[src/include/cpu_consts.svh]
// ==================================================
// fixed ISA constants for the 16-bit pipelined CPU
// word layout is III M XXX DDDDDDDDD or III M XXX 000000 YYY
// ==================================================
`ifndef CPU_CONSTS_SVH
`define CPU_CONSTS_SVH

`define CPU_WORD_W   16
`define CPU_NUM_REGS 8
`define CPU_REG_W    3
`define CPU_PC_REG   3'd7   // r7 doubles as program counter

// instruction fields
`define CPU_OPC_MSB  15
`define CPU_OPC_LSB  13
`define CPU_IMM_BIT  12
`define CPU_RX_MSB   11
`define CPU_RX_LSB   9
`define CPU_IMM_W    9      // signed immediate in bits 8..0

// opcode 6 has no entry and decodes as a nop
`define CPU_OPC_MV    3'd0
`define CPU_OPC_MVT_B 3'd1  // mvt with imm bit set, branch without
`define CPU_OPC_ADD   3'd2
`define CPU_OPC_SUB   3'd3
`define CPU_OPC_LD    3'd4
`define CPU_OPC_ST    3'd5
`define CPU_OPC_OTHER 3'd7  // only the cmp forms are decoded

`endif
[src/source/cpu_pkg.sv]
// ==================================================
// shared types for the five-stage pipeline
// a stage record with valid low is a nop in every stage
// ==================================================
`include "cpu_consts.svh"

package cpu_pkg;

    typedef logic [`CPU_WORD_W-1:0]   word_t;
    typedef logic [`CPU_REG_W-1:0]    reg_idx_t;
    typedef logic [`CPU_NUM_REGS-1:0] reg_mask_t;

    // status flags, written by cmp only
    typedef struct packed {
        logic negative;
        logic zero;
        logic carry;
    } flags_t;

    typedef enum logic [1:0] {
        nop_op,
        mov_op,
        add_op,
        sub_op
    } alu_op_t;

    // branch conditions as coded in the rx field
    typedef enum logic [2:0] {
        none = 3'd0,
        eq   = 3'd1,
        ne   = 3'd2,
        cc   = 3'd3,
        cs   = 3'd4,
        pl   = 3'd5,
        mi   = 3'd6
    } cond_t;

    typedef struct packed {
        logic      valid;
        word_t     pc;         // fetch address of the instruction
        word_t     op1;        // rx value, store data
        word_t     op2;        // second operand or memory address
        word_t     result;     // holds the raw word while in the fetch latch
        reg_idx_t  rx;
        reg_idx_t  ry;
        logic      imm;
        logic      writeback;
        logic      read;
        logic      write;
        logic      set_flags;
        alu_op_t   alu_op;
        cond_t     cond;
        reg_mask_t writes;     // registers this instruction will write
    } stage_rec_t;

endpackage

[src/source/cpu_top.sv]
// ==================================================
// five-stage in-order CPU, fetch to writeback
// mem_stall freezes everything above memory
// dec_stall freezes fetch and sends a bubble to execute
// ==================================================
`include "cpu_consts.svh"

module cpu_top (
    input  logic           Clock,
    input  logic           Reset,
    input  cpu_pkg::word_t instr_in,
    input  cpu_pkg::word_t data_in,
    input  logic           data_done,
    output cpu_pkg::word_t instr_addr,
    output cpu_pkg::word_t data_addr,
    output cpu_pkg::word_t data_out,
    output logic           read_data,
    output logic           write_data
);

    cpu_pkg::word_t      pc_value;
    logic                pc_advance;
    cpu_pkg::stage_rec_t fetch_rec;
    cpu_pkg::stage_rec_t dec_rec;
    cpu_pkg::stage_rec_t exe_rec;
    cpu_pkg::reg_idx_t   rd_a_idx;
    cpu_pkg::reg_idx_t   rd_b_idx;
    cpu_pkg::word_t      rd_a;
    cpu_pkg::word_t      rd_b;
    logic                mem_stall;
    logic                dec_stall;
    cpu_pkg::reg_mask_t  busy_regs;     // writers in execute, memory, writeback
    logic                wb_en;
    cpu_pkg::reg_idx_t   wb_idx;
    cpu_pkg::word_t      wb_data;

    fetch_unit fetch_unit_i (
        .Clock(Clock), .Reset(Reset),
        .instr_in(instr_in), .pc_value(pc_value),
        .mem_stall(mem_stall), .dec_stall(dec_stall),
        .instr_addr(instr_addr), .pc_advance(pc_advance), .fetch_rec(fetch_rec)
    );

    register_file register_file_i (
        .Clock(Clock), .Reset(Reset),
        .rd_a_idx(rd_a_idx), .rd_b_idx(rd_b_idx),
        .wb_en(wb_en), .wb_idx(wb_idx), .wb_data(wb_data), .pc_advance(pc_advance),
        .rd_a(rd_a), .rd_b(rd_b), .pc_value(pc_value)
    );

    decode_unit decode_unit_i (
        .Clock(Clock), .Reset(Reset),
        .fetch_rec(fetch_rec), .rd_a(rd_a), .rd_b(rd_b),
        .busy_regs(busy_regs), .mem_stall(mem_stall),
        .rd_a_idx(rd_a_idx), .rd_b_idx(rd_b_idx),
        .dec_stall(dec_stall), .dec_rec(dec_rec)
    );

    execute_unit execute_unit_i (
        .Clock(Clock), .Reset(Reset),
        .dec_rec(dec_rec), .mem_stall(mem_stall), .exe_rec(exe_rec)
    );

    memory_stage memory_stage_i (
        .Clock(Clock), .Reset(Reset),
        .exe_rec(exe_rec), .data_in(data_in), .data_done(data_done),
        .data_addr(data_addr), .data_out(data_out),
        .read_data(read_data), .write_data(write_data),
        .mem_stall(mem_stall), .busy_regs(busy_regs),
        .wb_en(wb_en), .wb_idx(wb_idx), .wb_data(wb_data)
    );

endmodule

[src/source/memory_stage.sv]
// ==================================================
// data bus request is held until data_done at a clock edge
// memory latch drives the register write port
// writeback latch only tracks pending writers
// ==================================================
`include "cpu_consts.svh"

module memory_stage (
    input  logic                Clock,
    input  logic                Reset,
    input  cpu_pkg::stage_rec_t exe_rec,
    input  cpu_pkg::word_t      data_in,
    input  logic                data_done,
    output cpu_pkg::word_t      data_addr,
    output cpu_pkg::word_t      data_out,
    output logic                read_data,
    output logic                write_data,
    output logic                mem_stall,
    output cpu_pkg::reg_mask_t  busy_regs,
    output logic                wb_en,
    output cpu_pkg::reg_idx_t   wb_idx,
    output cpu_pkg::word_t      wb_data
);

    logic                req;
    cpu_pkg::stage_rec_t mem_next;
    cpu_pkg::stage_rec_t mem_q;
    cpu_pkg::stage_rec_t wb_q;

    assign req        = exe_rec.valid && (exe_rec.read || exe_rec.write);
    assign read_data  = req && exe_rec.read;
    assign write_data = req && exe_rec.write;
    assign data_addr  = exe_rec.op2;        // steady while the execute latch holds
    assign data_out   = exe_rec.op1;
    assign mem_stall  = req && !data_done;

    always_comb begin
        mem_next = exe_rec;
        if (exe_rec.read) begin
            mem_next.result = data_in;
        end
        if (mem_stall) begin
            mem_next = '0;                   // bubble downstream while waiting
        end
    end

    always_ff @(posedge Clock or posedge Reset) begin
        if (Reset) begin
            mem_q <= '0;
            wb_q  <= '0;
        end else begin
            mem_q <= mem_next;
            wb_q  <= mem_q;
        end
    end

    assign wb_en     = mem_q.valid && mem_q.writeback;
    assign wb_idx    = mem_q.rx;
    assign wb_data   = mem_q.result;
    assign busy_regs = exe_rec.writes | mem_q.writes | wb_q.writes;

endmodule

[src/source/execute_unit.sv]
// ==================================================
// ALU for mov, add and sub with a 17-bit carry path
// flags change only for cmp, failed conditions become nops
// ==================================================
`include "cpu_consts.svh"

module execute_unit (
    input  logic                Clock,
    input  logic                Reset,
    input  cpu_pkg::stage_rec_t dec_rec,
    input  logic                mem_stall,
    output cpu_pkg::stage_rec_t exe_rec
);

    logic [`CPU_WORD_W:0] alu_wide;    // top bit is the carry
    logic                 cond_ok;
    cpu_pkg::flags_t      flags_q;
    cpu_pkg::flags_t      flags_next;
    cpu_pkg::stage_rec_t  exe_next;
    cpu_pkg::stage_rec_t  exe_q;

    always_comb begin
        case (dec_rec.alu_op)
            cpu_pkg::mov_op: alu_wide = {1'b0, dec_rec.op2};
            cpu_pkg::add_op: alu_wide = {1'b0, dec_rec.op1} + {1'b0, dec_rec.op2};
            cpu_pkg::sub_op: alu_wide = {1'b0, dec_rec.op1} - {1'b0, dec_rec.op2};
            default:         alu_wide = '0;   // ld and st carry no result
        endcase
    end

    always_comb begin
        case (dec_rec.cond)
            cpu_pkg::eq: cond_ok = flags_q.zero;
            cpu_pkg::ne: cond_ok = !flags_q.zero;
            cpu_pkg::cc: cond_ok = !flags_q.carry;
            cpu_pkg::cs: cond_ok = flags_q.carry;
            cpu_pkg::pl: cond_ok = !flags_q.zero && !flags_q.negative;
            cpu_pkg::mi: cond_ok = !flags_q.zero && flags_q.negative;
            default:     cond_ok = 1'b1;
        endcase
    end

    assign flags_next.negative = alu_wide[`CPU_WORD_W-1];
    assign flags_next.zero     = alu_wide[`CPU_WORD_W-1:0] == '0;
    assign flags_next.carry    = alu_wide[`CPU_WORD_W];

    always_comb begin
        exe_next        = dec_rec;
        exe_next.result = alu_wide[`CPU_WORD_W-1:0];
        if (!cond_ok) begin
            exe_next = '0;                   // branch not taken
        end
    end

    always_ff @(posedge Clock or posedge Reset) begin
        if (Reset) begin
            exe_q   <= '0;
            flags_q <= '0;
        end else if (!mem_stall) begin
            exe_q <= exe_next;
            if (dec_rec.valid && dec_rec.set_flags) begin
                flags_q <= flags_next;
            end
        end
    end

    assign exe_rec = exe_q;

endmodule

[src/source/decode_unit.sv]
// ==================================================
// decodes the fetch latch into a stage record
// stalls while any in-flight writer covers rx, ry or r7
// no forwarding, reads wait until the writer leaves writeback
// ==================================================
`include "cpu_consts.svh"

module decode_unit (
    input  logic                Clock,
    input  logic                Reset,
    input  cpu_pkg::stage_rec_t fetch_rec,
    input  cpu_pkg::word_t      rd_a,
    input  cpu_pkg::word_t      rd_b,
    input  cpu_pkg::reg_mask_t  busy_regs,
    input  logic                mem_stall,
    output cpu_pkg::reg_idx_t   rd_a_idx,
    output cpu_pkg::reg_idx_t   rd_b_idx,
    output logic                dec_stall,
    output cpu_pkg::stage_rec_t dec_rec
);

    cpu_pkg::word_t                     instr;
    logic [`CPU_OPC_MSB-`CPU_OPC_LSB:0] opcode;
    cpu_pkg::word_t                     imm_ext;
    logic                               cmp_form;
    cpu_pkg::reg_mask_t                 busy_all;
    logic                               raw_hit;
    cpu_pkg::stage_rec_t                dec_next;
    cpu_pkg::stage_rec_t                dec_q;

    assign instr    = fetch_rec.result;
    assign opcode   = instr[`CPU_OPC_MSB:`CPU_OPC_LSB];
    assign rd_a_idx = instr[`CPU_RX_MSB:`CPU_RX_LSB];
    assign rd_b_idx = instr[`CPU_REG_W-1:0];
    assign imm_ext  = {{(`CPU_WORD_W-`CPU_IMM_W){instr[`CPU_IMM_W-1]}},
                       instr[`CPU_IMM_W-1:0]};

    // opcode 7 is cmp when immediate or when bits 8..3 are zero
    assign cmp_form = instr[`CPU_IMM_BIT] || (instr[`CPU_IMM_W-1:`CPU_REG_W] == '0);

    always_comb begin
        dec_next           = '0;
        dec_next.valid     = fetch_rec.valid;
        dec_next.pc        = fetch_rec.pc;
        dec_next.rx        = rd_a_idx;
        dec_next.ry        = rd_b_idx;
        dec_next.imm       = instr[`CPU_IMM_BIT];
        dec_next.op1       = rd_a;
        dec_next.op2       = instr[`CPU_IMM_BIT] ? imm_ext : rd_b;
        dec_next.writeback = 1'b1;
        case (opcode)
            `CPU_OPC_MV: dec_next.alu_op = cpu_pkg::mov_op;
            `CPU_OPC_MVT_B: begin
                if (instr[`CPU_IMM_BIT]) begin
                    dec_next.alu_op = cpu_pkg::mov_op;
                    dec_next.op2    = instr << (`CPU_WORD_W / 2);  // low imm byte on top
                end else begin
                    // branch to pc + 1 + offset through r7
                    dec_next.imm    = 1'b1;
                    dec_next.alu_op = cpu_pkg::add_op;
                    dec_next.cond   = (&rd_a_idx) ? cpu_pkg::none
                                                  : cpu_pkg::cond_t'(rd_a_idx);
                    dec_next.rx     = `CPU_PC_REG;
                    dec_next.op1    = fetch_rec.pc + cpu_pkg::word_t'(1);
                    dec_next.op2    = imm_ext;
                end
            end
            `CPU_OPC_ADD: dec_next.alu_op = cpu_pkg::add_op;
            `CPU_OPC_SUB: dec_next.alu_op = cpu_pkg::sub_op;
            `CPU_OPC_LD:  dec_next.read   = 1'b1;        // address in op2
            `CPU_OPC_ST: begin
                dec_next.write     = 1'b1;               // data is rx in op1
                dec_next.writeback = 1'b0;
            end
            `CPU_OPC_OTHER: begin
                if (cmp_form) begin
                    dec_next.alu_op    = cpu_pkg::sub_op;
                    dec_next.set_flags = 1'b1;
                    dec_next.writeback = 1'b0;
                end else begin
                    dec_next.valid = 1'b0;
                end
            end
            default: dec_next.valid = 1'b0;             // logic ops not built
        endcase
        if (dec_next.valid && dec_next.writeback) begin
            dec_next.writes[dec_next.rx] = 1'b1;
        end
    end

    // own latch counts as in flight too
    assign busy_all  = busy_regs | dec_q.writes;
    assign raw_hit   = dec_next.valid &&
                       (busy_all[dec_next.rx] || (!dec_next.imm && busy_all[dec_next.ry]));
    assign dec_stall = raw_hit || busy_all[`CPU_PC_REG];

    always_ff @(posedge Clock or posedge Reset) begin
        if (Reset) begin
            dec_q <= '0;
        end else if (!mem_stall) begin
            dec_q <= dec_stall ? '0 : dec_next;  // bubble while stalled
        end
    end

    assign dec_rec = dec_q;

endmodule

[src/source/register_file.sv]
// ==================================================
// eight registers, r7 is the program counter
// two combinational read ports, one write port
// a write to r7 wins over the fetch increment
// ==================================================
`include "cpu_consts.svh"

module register_file (
    input  logic              Clock,
    input  logic              Reset,
    input  cpu_pkg::reg_idx_t rd_a_idx,
    input  cpu_pkg::reg_idx_t rd_b_idx,
    input  logic              wb_en,
    input  cpu_pkg::reg_idx_t wb_idx,
    input  cpu_pkg::word_t    wb_data,
    input  logic              pc_advance,
    output cpu_pkg::word_t    rd_a,
    output cpu_pkg::word_t    rd_b,
    output cpu_pkg::word_t    pc_value
);

    cpu_pkg::word_t regs [`CPU_NUM_REGS];

    always_ff @(posedge Clock or posedge Reset) begin
        if (Reset) begin
            for (int i = 0; i < `CPU_NUM_REGS; i++) begin
                regs[i] <= '0;
            end
            regs[`CPU_PC_REG] <= '1;          // first fetch lands on 0
        end else begin
            if (pc_advance) begin
                regs[`CPU_PC_REG] <= regs[`CPU_PC_REG] + cpu_pkg::word_t'(1);
            end
            if (wb_en) begin
                regs[wb_idx] <= wb_data;      // later assignment takes priority
            end
        end
    end

    assign rd_a     = regs[rd_a_idx];
    assign rd_b     = regs[rd_b_idx];
    assign pc_value = regs[`CPU_PC_REG];

endmodule

[src/source/fetch_unit.sv]
// ==================================================
// instruction port is combinational, instr_in answers instr_addr
// r7 holds the address of the word in the fetch latch
// a latched word whose address no longer matches r7 is refetched
// ==================================================
`include "cpu_consts.svh"

module fetch_unit (
    input  logic                Clock,
    input  logic                Reset,
    input  cpu_pkg::word_t      instr_in,
    input  cpu_pkg::word_t      pc_value,
    input  logic                mem_stall,
    input  logic                dec_stall,
    output cpu_pkg::word_t      instr_addr,
    output logic                pc_advance,
    output cpu_pkg::stage_rec_t fetch_rec
);

    logic                stall;
    logic                stale;      // r7 rewritten behind the latched word
    cpu_pkg::stage_rec_t fetch_next;
    cpu_pkg::stage_rec_t fetch_q;

    assign stall      = mem_stall || dec_stall;
    assign stale      = fetch_q.pc != pc_value;
    assign pc_advance = !stall && !stale;
    assign instr_addr = pc_advance ? pc_value + cpu_pkg::word_t'(1) : pc_value;

    always_comb begin
        fetch_next        = '0;
        fetch_next.valid  = instr_in != '0;   // all-zero word is a nop
        fetch_next.pc     = instr_addr;
        fetch_next.result = instr_in;
    end

    always_ff @(posedge Clock or posedge Reset) begin
        if (Reset) begin
            fetch_q    <= '0;
            fetch_q.pc <= '1;                 // same as r7 after reset
        end else if (!stall) begin
            fetch_q <= fetch_next;
        end
    end

    // squash the wrong-path word left behind by a taken branch
    always_comb begin
        fetch_rec       = fetch_q;
        fetch_rec.valid = fetch_q.valid && !stale;
    end

endmodule

[config.mk]
export PLATFORM = sky130hd
export DESIGN_NAME = cpu_top
export DESIGN_NICKNAME = d
export VERILOG_FILES = /design/src/source/cpu_pkg.sv /design/src/source/cpu_top.sv /design/src/source/memory_stage.sv /design/src/source/execute_unit.sv /design/src/source/decode_unit.sv /design/src/source/register_file.sv /design/src/source/fetch_unit.sv
export VERILOG_INCLUDE_DIRS = /design/src /design/src/include
export SDC_FILE = /design/constraint.sdc
export NUM_CORES = 1
export LEC_CHECK = 0
export BUFFER_PORTS_ARGS = -buffer_cell sky130_fd_sc_hd__buf_4
export CAP_MARGIN = 25
export CORE_ASPECT_RATIO = 1.75
export CORE_MARGIN = 4
export CORE_UTILIZATION = 62
export DETAILED_ROUTE_END_ITERATION = 10
export PLACE_DENSITY = 0.87
export SLEW_MARGIN = 20
export SYNTH_ARGS = -nofsm -noshare
export SYNTH_HDL_FRONTEND = slang
export SYNTH_SLANG_ARGS = --single-unit
[constraint.sdc]
create_clock -name Clock -period 14.98 [get_ports Clock]
set_input_delay 2.996 -clock Clock [delete_from_list [all_inputs] [get_ports Clock]]
set_output_delay 2.996 -clock Clock [all_outputs]
set_load 0.1 [all_outputs]
==> metrics.md, run 1 <==
| Metric | Value |
|---|---|
| Status | complete, no violations |
| Core Footprint | 0.02723 sq mm |
| Post-detailed-placement half-perimeter wirelength | 30480 microns |
| Avg Synthesized Cell Area | around 11 sq um |
| CTS tree | built |
| Final setup fails | 0 |
| Clk slew on worst S/H paths | 70 ps |
| Drt pass-1 iters | 5 |
| DRT antenna net count | 0 |
| Vias in the first global route | 13181 |
| ANT cells | 0 |
| Largest net degree at the start of global routing | a little under 200 |
| Ys async rst share | 1.000 |
| Synth cell count leaders | 285 x dfrtp_1, 253 x nand2_1, 139 x mux2_2 |
| Synth Flop Type | dfrtp_1 |
| Vias | roughly 13000 |
| Longest Clk Path Bufs | 3 |
| Remaining global-route overflow | 0 |
| Max-slew headroom | 0.2054 |
| Hold Slack | 386.0 ps |
| Crit-path cells | buf_4, or3b_2, nand2_1, nor3_1, xnor2_1, buf_4 |
| Die width | 133.3 microns |
| Yosys warnings | 0 |
| Top Ports | 85 |
| First-pass GRT wire length | slightly above 70000 microns |
| Synth Cell Area | 0.01704 sq mm |
| Sink Count | about 320 |
| Max stage delay on crit path | 710 ps |
| Initial Utilization | 0.6257 |
| Most common cell in the netlist | dfrtp_1 |
| Fin nets | approximately 1600 |
| Largest family of logic cells by synthesized area | multiplexers |
| CP endpoint kind | output pin |
| Antenna violations before repair | 1 |
| Fillers | between 1500 and 2000 |
| Final min period | between 8000 and 9000 ps |
| Period utilization | 0.5417 |
| Hold Buf Count CTS | 0 |
| Register area | roughly 0.0080 sq mm |
| Mapped Nets | approximately 1600 |
| #FFs+latches synth | 317 |
| Mux contribution to synthesized area | 0.2046 |
| Layout area overhead | 9.673% |
| RSZ-0062 raised after global routing | no |
| Distinct cells, synth | between 60 and 70 |
| H-Tree Depth | 1 |
| Die area | approximately 0.030 sq mm |
| Worst-Margin Slew | approximately 1200 ps |
| Area of the multi-input gates | a little over 0.008 sq mm |
| Total CTS buffers | 29 |
| Port buffer count | 84 |
| Highest Clock Rate | 123.2 MHz |
| Share of the synthesized area in the top cell type | 0.4187 |
| Post_cts resized | 0 |
| Adder-cell share of the synthesized area | 0.01513 |
| Crit path required time | roughly 12000 ps |
| Startpoint types | primary input |
| Avg Vias per Cell | about 6.5 |
| Compound-Gate Fraction of Synth Area | 0.07543 |
| Layout cell share with drive strength beyond 1 | 0.2613 |
| Synth area leader | dfrtp_1 |
| LEAKAGE | between 8 and 9 nW |
| EDFF count, synth | 0 |
| End-of-flow core utilization | 0.6862 |
| Crit Path Class | primary input to output pin |
| Pwr per Cell Area | between 200 and 250 mW/mm^2 |
| Final std cells w/o fill | approximately 2000 |
| Synth Area in Simple Gates | 0.1427 |
| Skew-Pair Late Insertion Delay | approximately 600 ps |
| Chip height | ~230 microns |
| Peak supply drop | ~0.00012 V |
| Max_cap viols | 0 |
| Xor and xnor area share after synthesis | 0.04267 |
| WL per Instance | between 20 and 25 microns |
| Site Rows | 80 |
| Max FO, Critical Path | 17 |
| Final setup TNS | 0 ps |
| Skew final | between 10 and 15 ps |
| Post-CTS setup buffer count | 0 |
| Dpl cells | between 1500 and 2000 |
| Worst Hold Class | register to register |
| Sequential-to-total area share from yosys stat | 0.4680 |
| Clock root cell | clkbuf_16 |
| Ranking of synthesized cells by area | dfrtp_1 42%, mux2_2 9.2%, mux4_2 8.9% |
| Instance count of the mapped netlist | between 1500 and 2000 |
| Starting DRT DRC Count | 1161 |
| Drc violations | 0 |
| Critical Path AT | about 5100 ps |
| Slew Viols, Final | 0 |
| Routed WL | 45430 microns |
| Slowest stage cell, crit path | nand2_1 |
| Top cell by count, worst path | buf_4 |
| Fin. Hold Viols | 0 |
| Global Route Usage Sum | 0.3022 |
| Placer congestion estimate | roughly 1 |
-- stage by stage --
step,total power [mW],setup slack (ps),area [sq um]
final,4.449,6865,18680
after global routing,4.669,6802,18680
after CTS,4.414,6922,18590
after detailed placement,3.578,6933,17540
after global placement,3.513,6972,17540
after floorplan,3.125,3266,17040
-- state kept, by name, indices dropped and copies added, names as in the netlist --
name / cells
register_file_i.pc_value: 16
fetch_unit_i.fetch_q: 1
decode_unit_i.dec_rec: 53
memory_stage_i.mem_q: 10
execute_unit_i.exe_rec: 63
fetch_unit_i.fetch_rec: 32
register_file_i.regs: 112
memory_stage_i.wb_idx: 3
memory_stage_i.wb_q: 8
execute_unit_i.flags_q: 3
memory_stage_i.wb_data: 16
-- cells by family (layout without fill, tap and decap cells) --
family / count (synthesis) / in the layout
xor gates and xnor gates: 83 / 83
AOI/OAI and AO/OA: 204 / 204
adders and majority gates: 20 / 20
muxes: 247 / 247
DFF: 317 / 317
and+or+nand+nor: 536 / 536
buffers and inverters: 178 / 181
-- path summary, 6_finish.rpt --
kind	from	endpoint	slack (ps)	depth (start not counted)
max	data_done	instr_addr[7]	6870	6
min	memory_stage_i.mem_q[7]	memory_stage_i.wb_q[7]	390	0
max reg2reg	decode_unit_i.dec_rec[12]	execute_unit_i.flags_q[1]	10120	12
min reg2reg	memory_stage_i.mem_q[7]	memory_stage_i.wb_q[7]	390	0
max in group asynchronous	Reset	register_file_i.regs[37]	10880	4
min in group asynchronous	Reset	memory_stage_i.mem_q[5]	2580	2
-- layout by cell type, fill, tap and decap left out, drive strengths merged, types with 7 or more instances in the layout --
| master | instances |
|---|---|
| a21oi | 45 |
| dfstp | 32 |
| nor2 | 91 |
| mux4 | 67 |
| o31ai | 7 |
| xor2 | 33 |
| clkbuf | 35 |
| mux2 | 139 |
| clkinv | 7 |
| buf | 111 |
| a22o | 11 |
| nand2 | 253 |
| ha | 19 |
| and2 | 21 |
| xnor2 | 50 |
| o21ai | 79 |
| inv | 17 |
| dfrtp | 285 |
| nor3 | 16 |
| nand3 | 68 |
| nand4 | 17 |
| nor4 | 27 |
| mux2i | 41 |
| a22oi | 10 |
| and3 | 13 |
-- per-layer routing --
metal  routed length, microns  up-vias  global-route usage
met5                        0        -                   0
met4                     3501        0              0.2016
met3                     3019      228             0.04533
met2                    23090      633              0.5236
met1                    15820     6336              0.3485
li1                         -     5510                   -
-- critical path, delay by kind of cell --
kind	cells	cell delay, ps
buffers and inverters	2	470
XOR/XNOR	1	290
AND/OR/NAND/NOR	3	1350
-- report_power, final --
part	switching, mW	internal, mW	total [mW]
clock network	0.351	0.474	0.825
logic	1.32	0.774	2.10
registers	0.349	1.18	1.53
total	2.02	2.42	4.45
-- layout make-up --
class / instances / area share
sequential: 317 / 0.4269
clock inverter: 19 / 0.01540
tap: 369 / 0.02471
inverter: 16 / 0.003616
multi-input combinational: 1090 / 0.4398
clock buffer: 35 / 0.04112
timing repair buffer: 111 / 0.04849
No activity file was read; power rests on OpenSTA's default activity.
==> run 2: changes to the inputs <==
- CORE_UTILIZATION: 62 -> 56
- PLACE_DENSITY: 0.87 -> 0.84
- clock period: 14.98 -> 7.35 ns (I/O delays scaled with it)
==> run 2 against run 1 <==
Compared with the run above: clock skew about the same; final area decreased by 0.13%; global-route usage decreased by 3.3 points; sequential power increased by 100%; count of clock-buffer cells in the layout increased by 6; setup slack got worse by 5000 ps; combinational power increased by 100%.
==> metrics.md, run 2 (synthesized netlist as in run 1, its figures left out) <==
| Metric | Value |
|---|---|
| Global Route Usage Sum | 0.2689 (-0.03330) |
| DRT antenna net count | 0 (unchanged) |
| Status | complete, no violations |
| Post_cts resized | 0 (unchanged) |
| CP endpoint kind | output pin |
| Worst flop-to-flop path startpoint | decode_unit_i.dec_rec[11] |
| Critical Path AT | 4060 ps (-1060 ps) |
| Port buffer count | 84 (unchanged) |
| CTS tree | built |
| Post-detailed-placement half-perimeter wirelength | 30880 microns (+1.3%) |
| Highest Clock Rate | between 150 and 200 MHz |
| Final min period | 5527 ps |
| Remaining global-route overflow | 0 (unchanged) |
| Flop pwr share | 0.349 (+0.006) |
| WL per Instance | 22.82 microns (-1.7%) |
| Clk pwr share | 0.175 (-0.010) |
| Placer congestion estimate | 0.9594 (-2.7%) |
| Startpoint types | primary input |
| RSZ-0062 raised after global routing | no |
| First-pass GRT wire length | 70920 microns (-1.2%) |
| Clk slew on worst S/H paths | 70 ps (about the same) |
| Layout cell share with drive strength beyond 1 | 0.2621 (+0.0007643) |
| Int Pwr | 4.882 mW (+100%) |
| Fin nets | 1624 (+0.25%) |
| Drt pass-1 iters | 5 (unchanged) |
| Largest Register | register_file_i.regs |
| Vias in the first global route | 13044 (-1.0%) |
| Max-slew headroom | 0.3832 (+0.1778) |
| Switching power | 4.049 mW (+100%) |
| Final worst-path setup slack | 1823 ps (-5042 ps) |
| Slew Viols, Final | 0 (unchanged) |
| Crit path required time | 5880 ps (-6100 ps) |
| Starting DRT DRC Count | 1058 (-8.9%) |
| Layout area overhead | 9.533% |
| CP Launch Point | data_done |
| Core Footprint | 0.03006 sq mm (+10%) |
| Vias | 12567 (-1.1%) |
| Sink Count | 317 (unchanged) |
| Pwr per Cell Area | 478.6 mW/mm^2 (+100%) |
| Max FFs per register | 112 (unchanged) |
| R2R Setup Slk | 2840 ps (-7280 ps) |
| Hold Buf Count CTS | 0 (unchanged) |
| Min-delay src | memory_stage_i.mem_q[0] |
| H-Tree Depth | 1 (unchanged) |
| Post-CTS setup buffer count | 0 (unchanged) |
| Max_cap viols | 0 (unchanged) |
| Antenna violations before repair | 0 (-1) |
| Commonest non-fill, non-tap cell in the layout | dfrtp_1 |
| Switch share | 0.4534 (-0.001717) |
| Skew final | 13.65 ps (-0.2315 ps) |
| Skew-Pair Late Insertion Delay | 570 ps (-30 ps) |
| Clock root cell | clkbuf_16 |
| LEAKAGE | 8.603 nW (about the same) |
| Crit Path Class | primary input to output pin |
| Routed WL | 45140 microns (-0.63%) |
| Worst-Margin Slew | 923.3 ps (-268.6 ps) |
| Drc violations | 0 (unchanged) |
| Fin. Hold Viols | 0 (unchanged) |
| Period utilization | 0.7520 |
| Largest net degree at the start of global routing | 191 (-2.6%) |
| Chip height | 238.7 microns (+5.0%) |
| Avg Vias per Cell | 6.353 (-2.2%) |
| Die width | 139.8 microns (+4.9%) |
| Peak supply drop | 0.0003630 V (+200%) |
| Pre-CTS WS | 1861 ps (-5072 ps) |
| Most frequent cells in the layout | 283 x dfrtp_1, 253 x nand2_1, 139 x mux2_2 |
| Final setup fails | 0 (unchanged) |
| Gate power share | 0.477 (+0.005) |
| ANT cells | 0 (unchanged) |
| Die area | 0.03338 sq mm (+10%) |
| Longest Clk Path Bufs | 3 (unchanged) |
| Final setup TNS | 0 ps (unchanged) |
| Top Ports | 85 (unchanged) |
| Initial Utilization | 0.5667 (-0.05896) |
| Total CTS buffers | 28 (-3.4%) |
| Max FO, Critical Path | 38 (+21) |
| Site Rows | 84 (+5.0%) |
| Fillers | 2332 (+20%) |
| Worst Hold Class | register to register |
==> run 2: stage by stage <==
step                  util  area, sq um  hold slack, ps  instances  total power [mW]
global route        0.6208        18660           391.7       1978             9.370
detailed placement  0.5853        17590           366.3       1922             7.300
floorplan                -        17040           355.3       1585             6.370
global placement    0.5853        17590           361.9       1922             7.158
CTS                 0.6178        18570           378.8       1974             8.883
finish              0.6208        18660           379.2       1978             8.931
==> run 2: area by class of cell <==
cell class / count / area [sq um] / area share
clock inverters: 11 / 136.4 / 0.007309
flip-flops and latches: 317 / 7975 / 0.4274
repair buffers: 116 / 942.2 / 0.05049
clock buffers: 41 / 840.8 / 0.04506
multi-input cells: 1090 / 8217 / 0.4404
inverters: 16 / 63.81 / 0.003420
well taps: 387 / 484.2 / 0.02595
==> run 2: path summary, 6_finish.rpt <==
path,to,cells past startpoint
setup / recovery,instr_addr[9],6
hold / removal,memory_stage_i.wb_q[0],0
setup reg to reg,execute_unit_i.flags_q[1],11
hold reg to reg,memory_stage_i.wb_q[0],0
max in group asynchronous,register_file_i.regs[66],5
min in group asynchronous,decode_unit_i.dec_rec[0],3
==> run 2: power by group through the flow <==
stage | Sequential, mW | Combinational [mW] | Clock, mW
floorplan | 2.74 | 3.63 | 0
global placement | 3.08 | 4.08 | 0
detailed placement | 3.12 | 4.18 | 0
CTS | 3.10 | 4.21 | 1.58
global route | 3.18 | 4.54 | 1.65
finish | 3.11 | 4.26 | 1.56
==> run 2: critical path, cell delays in order <==
cell	delay, ps
buf_4	90
or3b_2	590
nand2_1	680
nor4_1	570
xor2_1	300
buf_4	350
==> run 2: per-layer routing <==
metal / vias to the layer above / GRT usage / wire length, microns
li1: 5515 / - / -
met1: 6277 / 0.2981 / 15850
met2: 570 / 0.4802 / 23460
met3: 205 / 0.03183 / 2505
met4: 0 / 0.1822 / 3322
met5: - / 0 / 0
==> run 3: changes to the inputs <==
- clock period: 7.35 -> 4.5 ns (I/O delays scaled with it)
==> run 3 against run 2 <==
Compared with the run above: flip-flop and latch count is the same; via count increased by 1.2%; die area did not move; sequential power is 63% higher; largest cell class unchanged; first-iteration DRC count rose by 4.0%; final area is 0.91% higher; largest power group unchanged; utilization increased by 0.57 points; clock power is 53% higher; highest routed layer unchanged.
==> metrics.md, run 3 (synthesized netlist as in run 1, its figures left out) <==
| Metric | Value |
|---|---|
| Core Footprint | 0.03006 sq mm (unchanged) |
| Longest Clk Path Bufs | 3 (unchanged) |
| Hold Buf Count CTS | 0 (unchanged) |
| Avg Vias per Cell | 6.376 (+0.36%) |
| Commonest non-fill, non-tap cell in the layout | dfrtp_1 |
| Crit path required time | 3600 ps (-2280 ps) |
| Vias in the first global route | 13020 (-0.18%) |
| Max_cap viols | 0 (unchanged) |
| Final min period | approximately 4400 ps |
| CP endpoint kind | output pin |
| Cell depth of the worst flop-to-flop path | 11 (unchanged) |
| Fin. Hold Viols | 0 (unchanged) |
| Largest Register | register_file_i.regs |
| First-pass GRT wire length | 72190 microns (+1.8%) |
| Status | complete, no violations |
| Skew final | 24.87 ps (+11.22 ps) |
| Fin nets | 1639 (+0.92%) |
| Total CTS buffers | 28 (unchanged) |
| Initial Utilization | 0.5667 (unchanged) |
| Skew-Pair Late Insertion Delay | 570 ps (about the same) |
| CTS tree | built |
| Most frequent cells in the layout | 283 x dfrtp_1, 253 x nand2_1, 139 x mux2_2 |
| Die width | 139.8 microns (unchanged) |
| Worst-Margin Slew | 981.6 ps (+58.35 ps) |
| DRT antenna net count | 0 (unchanged) |
| Min-delay src | memory_stage_i.mem_q[1] |
| Final setup fails | 0 (unchanged) |
| Total power | 14.56 mW (+63%) |
| Port buffer count | 84 (unchanged) |
| Site Rows | 84 (unchanged) |
| Largest net degree at the start of global routing | 109 (-43%) |
| Pwr per Cell Area | 773.0 mW/mm^2 (+62%) |
| Starting DRT DRC Count | 1100 (+4.0%) |
| Chip height | 238.7 microns (unchanged) |
| Startpoint types | register |
| Worst Hold Class | register to register |
| Placer congestion estimate | 0.9997 (+4.2%) |
| Max FFs per register | 112 (unchanged) |
| Crit Path Class | register to output pin |
| Die area | 0.03338 sq mm (unchanged) |
| Global Route Usage Sum | 0.2748 (+0.005986) |
| Clock root cell | clkbuf_16 |
| R2r endpoint | execute_unit_i.flags_q[1] |
| Slew Viols, Final | 0 (unchanged) |
| Hold Slack | 388.8 ps (+9.635 ps) |
| Worst flop-to-flop path startpoint | decode_unit_i.dec_rec[11] |
| Finished Cell Area | 0.01883 sq mm (+0.91%) |
| Peak supply drop | 0.0005063 V (+39%) |
| LEAKAGE | 8.642 nW (+0.45%) |
| Period utilization | 0.9847 |
| RSZ-0062 raised after global routing | yes |
| Final std cells w/o fill | 1994 (+0.81%) |
| Layout area overhead | 10.53% |
| Dpl cells | 1936 (+0.73%) |
| Remaining global-route overflow | 0 (unchanged) |
| Drc violations | 0 (unchanged) |
| Antenna violations before repair | 0 (unchanged) |
| Vias | 12714 (+1.2%) |
| Post-placement cell area | 0.01773 sq mm (+0.78%) |
| Clk slew on worst S/H paths | 80 ps (about the same) |
| Routed WL | 45920 microns (+1.7%) |
| Post-detailed-placement half-perimeter wirelength | 32770 microns (+6.1%) |
| Drt pass-1 iters | 8 (+3) |
| Hold Path Stages | 0 (unchanged) |
| Critical Path AT | 3530 ps (-530 ps) |
| Hold endpoint | memory_stage_i.wb_q[1] |
| WL per Instance | 23.03 microns (+0.91%) |
| Sink Count | 317 (unchanged) |
| R2R Setup Slk | 210 ps (-2630 ps) |
| H-Tree Depth | 1 (unchanged) |
| Max FO, Critical Path | 10 (-74%) |
| Top Ports | 85 (unchanged) |
| Layout cell share with drive strength beyond 1 | 0.2758 (+0.01374) |
| Max-slew headroom | 0.3442 (-0.03898) |
| Highest Clock Rate | between 200 and 250 MHz |
-- run 3: changes by cell type in the layout (fill, tap and decap cells not counted), moves of 2 or more --
cell	previous run	this run
buf_4	110	118
buf_16	2	0
clkinv_4	1	4
bufinv_16	3	1
nor4_4	0	3
clkinvlp_4	2	6
nor4_2	1	7
buf_12	1	5
clkinv_2	6	3
clkbuf_8	7	2
buf_6	1	7
nor4_1	26	17
inv_6	0	2
-- run 3: final cells by class --
cell class / count / area [sq um]
antenna: 1 / 2.502
clock buffer: 37 / 775.7
clock inverter: 15 / 135.1
fill: 2355 / 11230
inverter: 16 / 63.81
multi-input combinational: 1090 / 8313
sequential: 317 / 7975
tap: 387 / 484.2
timing repair buffer: 131 / 1080
-- run 3: how the worst max path moves through the flow --
| stage | startpoint | slack, ps | endpoint | cells after the start |
|---|---|---|---|---|
| 2_1_floorplan | Reset | -600 | decode_unit_i.dec_rec[0] | 1 |
| 3_3_place_gp | decode_unit_i.dec_rec[40] | 200 | execute_unit_i.flags_q[1] | 12 |
| 3_5_place_dp | decode_unit_i.dec_rec[40] | 130 | execute_unit_i.flags_q[1] | 12 |
| 4_1_cts | decode_unit_i.dec_rec[0] | 20 | instr_addr[15] | 10 |
| 5_1_grt | register_file_i.pc_value[10] | -20 | instr_addr[12] | 8 |
| 6_report | register_file_i.pc_value[10] | 70 | instr_addr[2] | 10 |
-- run 3: metrics by stage --
stage            util  TNS [ps]  worst slack, ps
6_report       0.6264         0            68.92
3_5_place_dp   0.5899         0            133.0
2_1_floorplan       -   -170630           -598.7
4_1_cts        0.6233         0            17.02
5_1_grt        0.6263    -40.15           -21.01
3_3_place_gp   0.5891         0            198.8
-- run 3: metal layers --
layer | global-route usage | routed length, microns | vias up
met2 | 0.4812 | 23680 | 579
met1 | 0.3132 | 15900 | 6388
met5 | 0 | 0 | -
met3 | 0.03503 | 2821 | 174
met4 | 0.1837 | 3517 | 0
li1 | - | - | 5573
-- run 3: worst max-delay path, cell delays in order (launching register included) --
cell and delay [ps]:
dfstp_2 640, xnor2_1 190, nand4_1 190, nor4_4 420, o211ai_1 280, a31oi_4 240, buf_12 180, buf_12 120
nor3_1 50, xor2_1 280, buf_4 350
-- run 3: report_power, final --
part,internal [mW],switching (mW)
Combinational,2.65,4.46
Clock,1.29,1.09
Sequential,3.92,1.14
-- run 3: timing repair --
item / in CTS / in global routing
setup buffers: 2 / 3
resized for setup: 9 / 14
pin swaps: 0 / 4
endpoints found under the setup margin: 16 / 11
hold endpoints to repair: 0 / 0
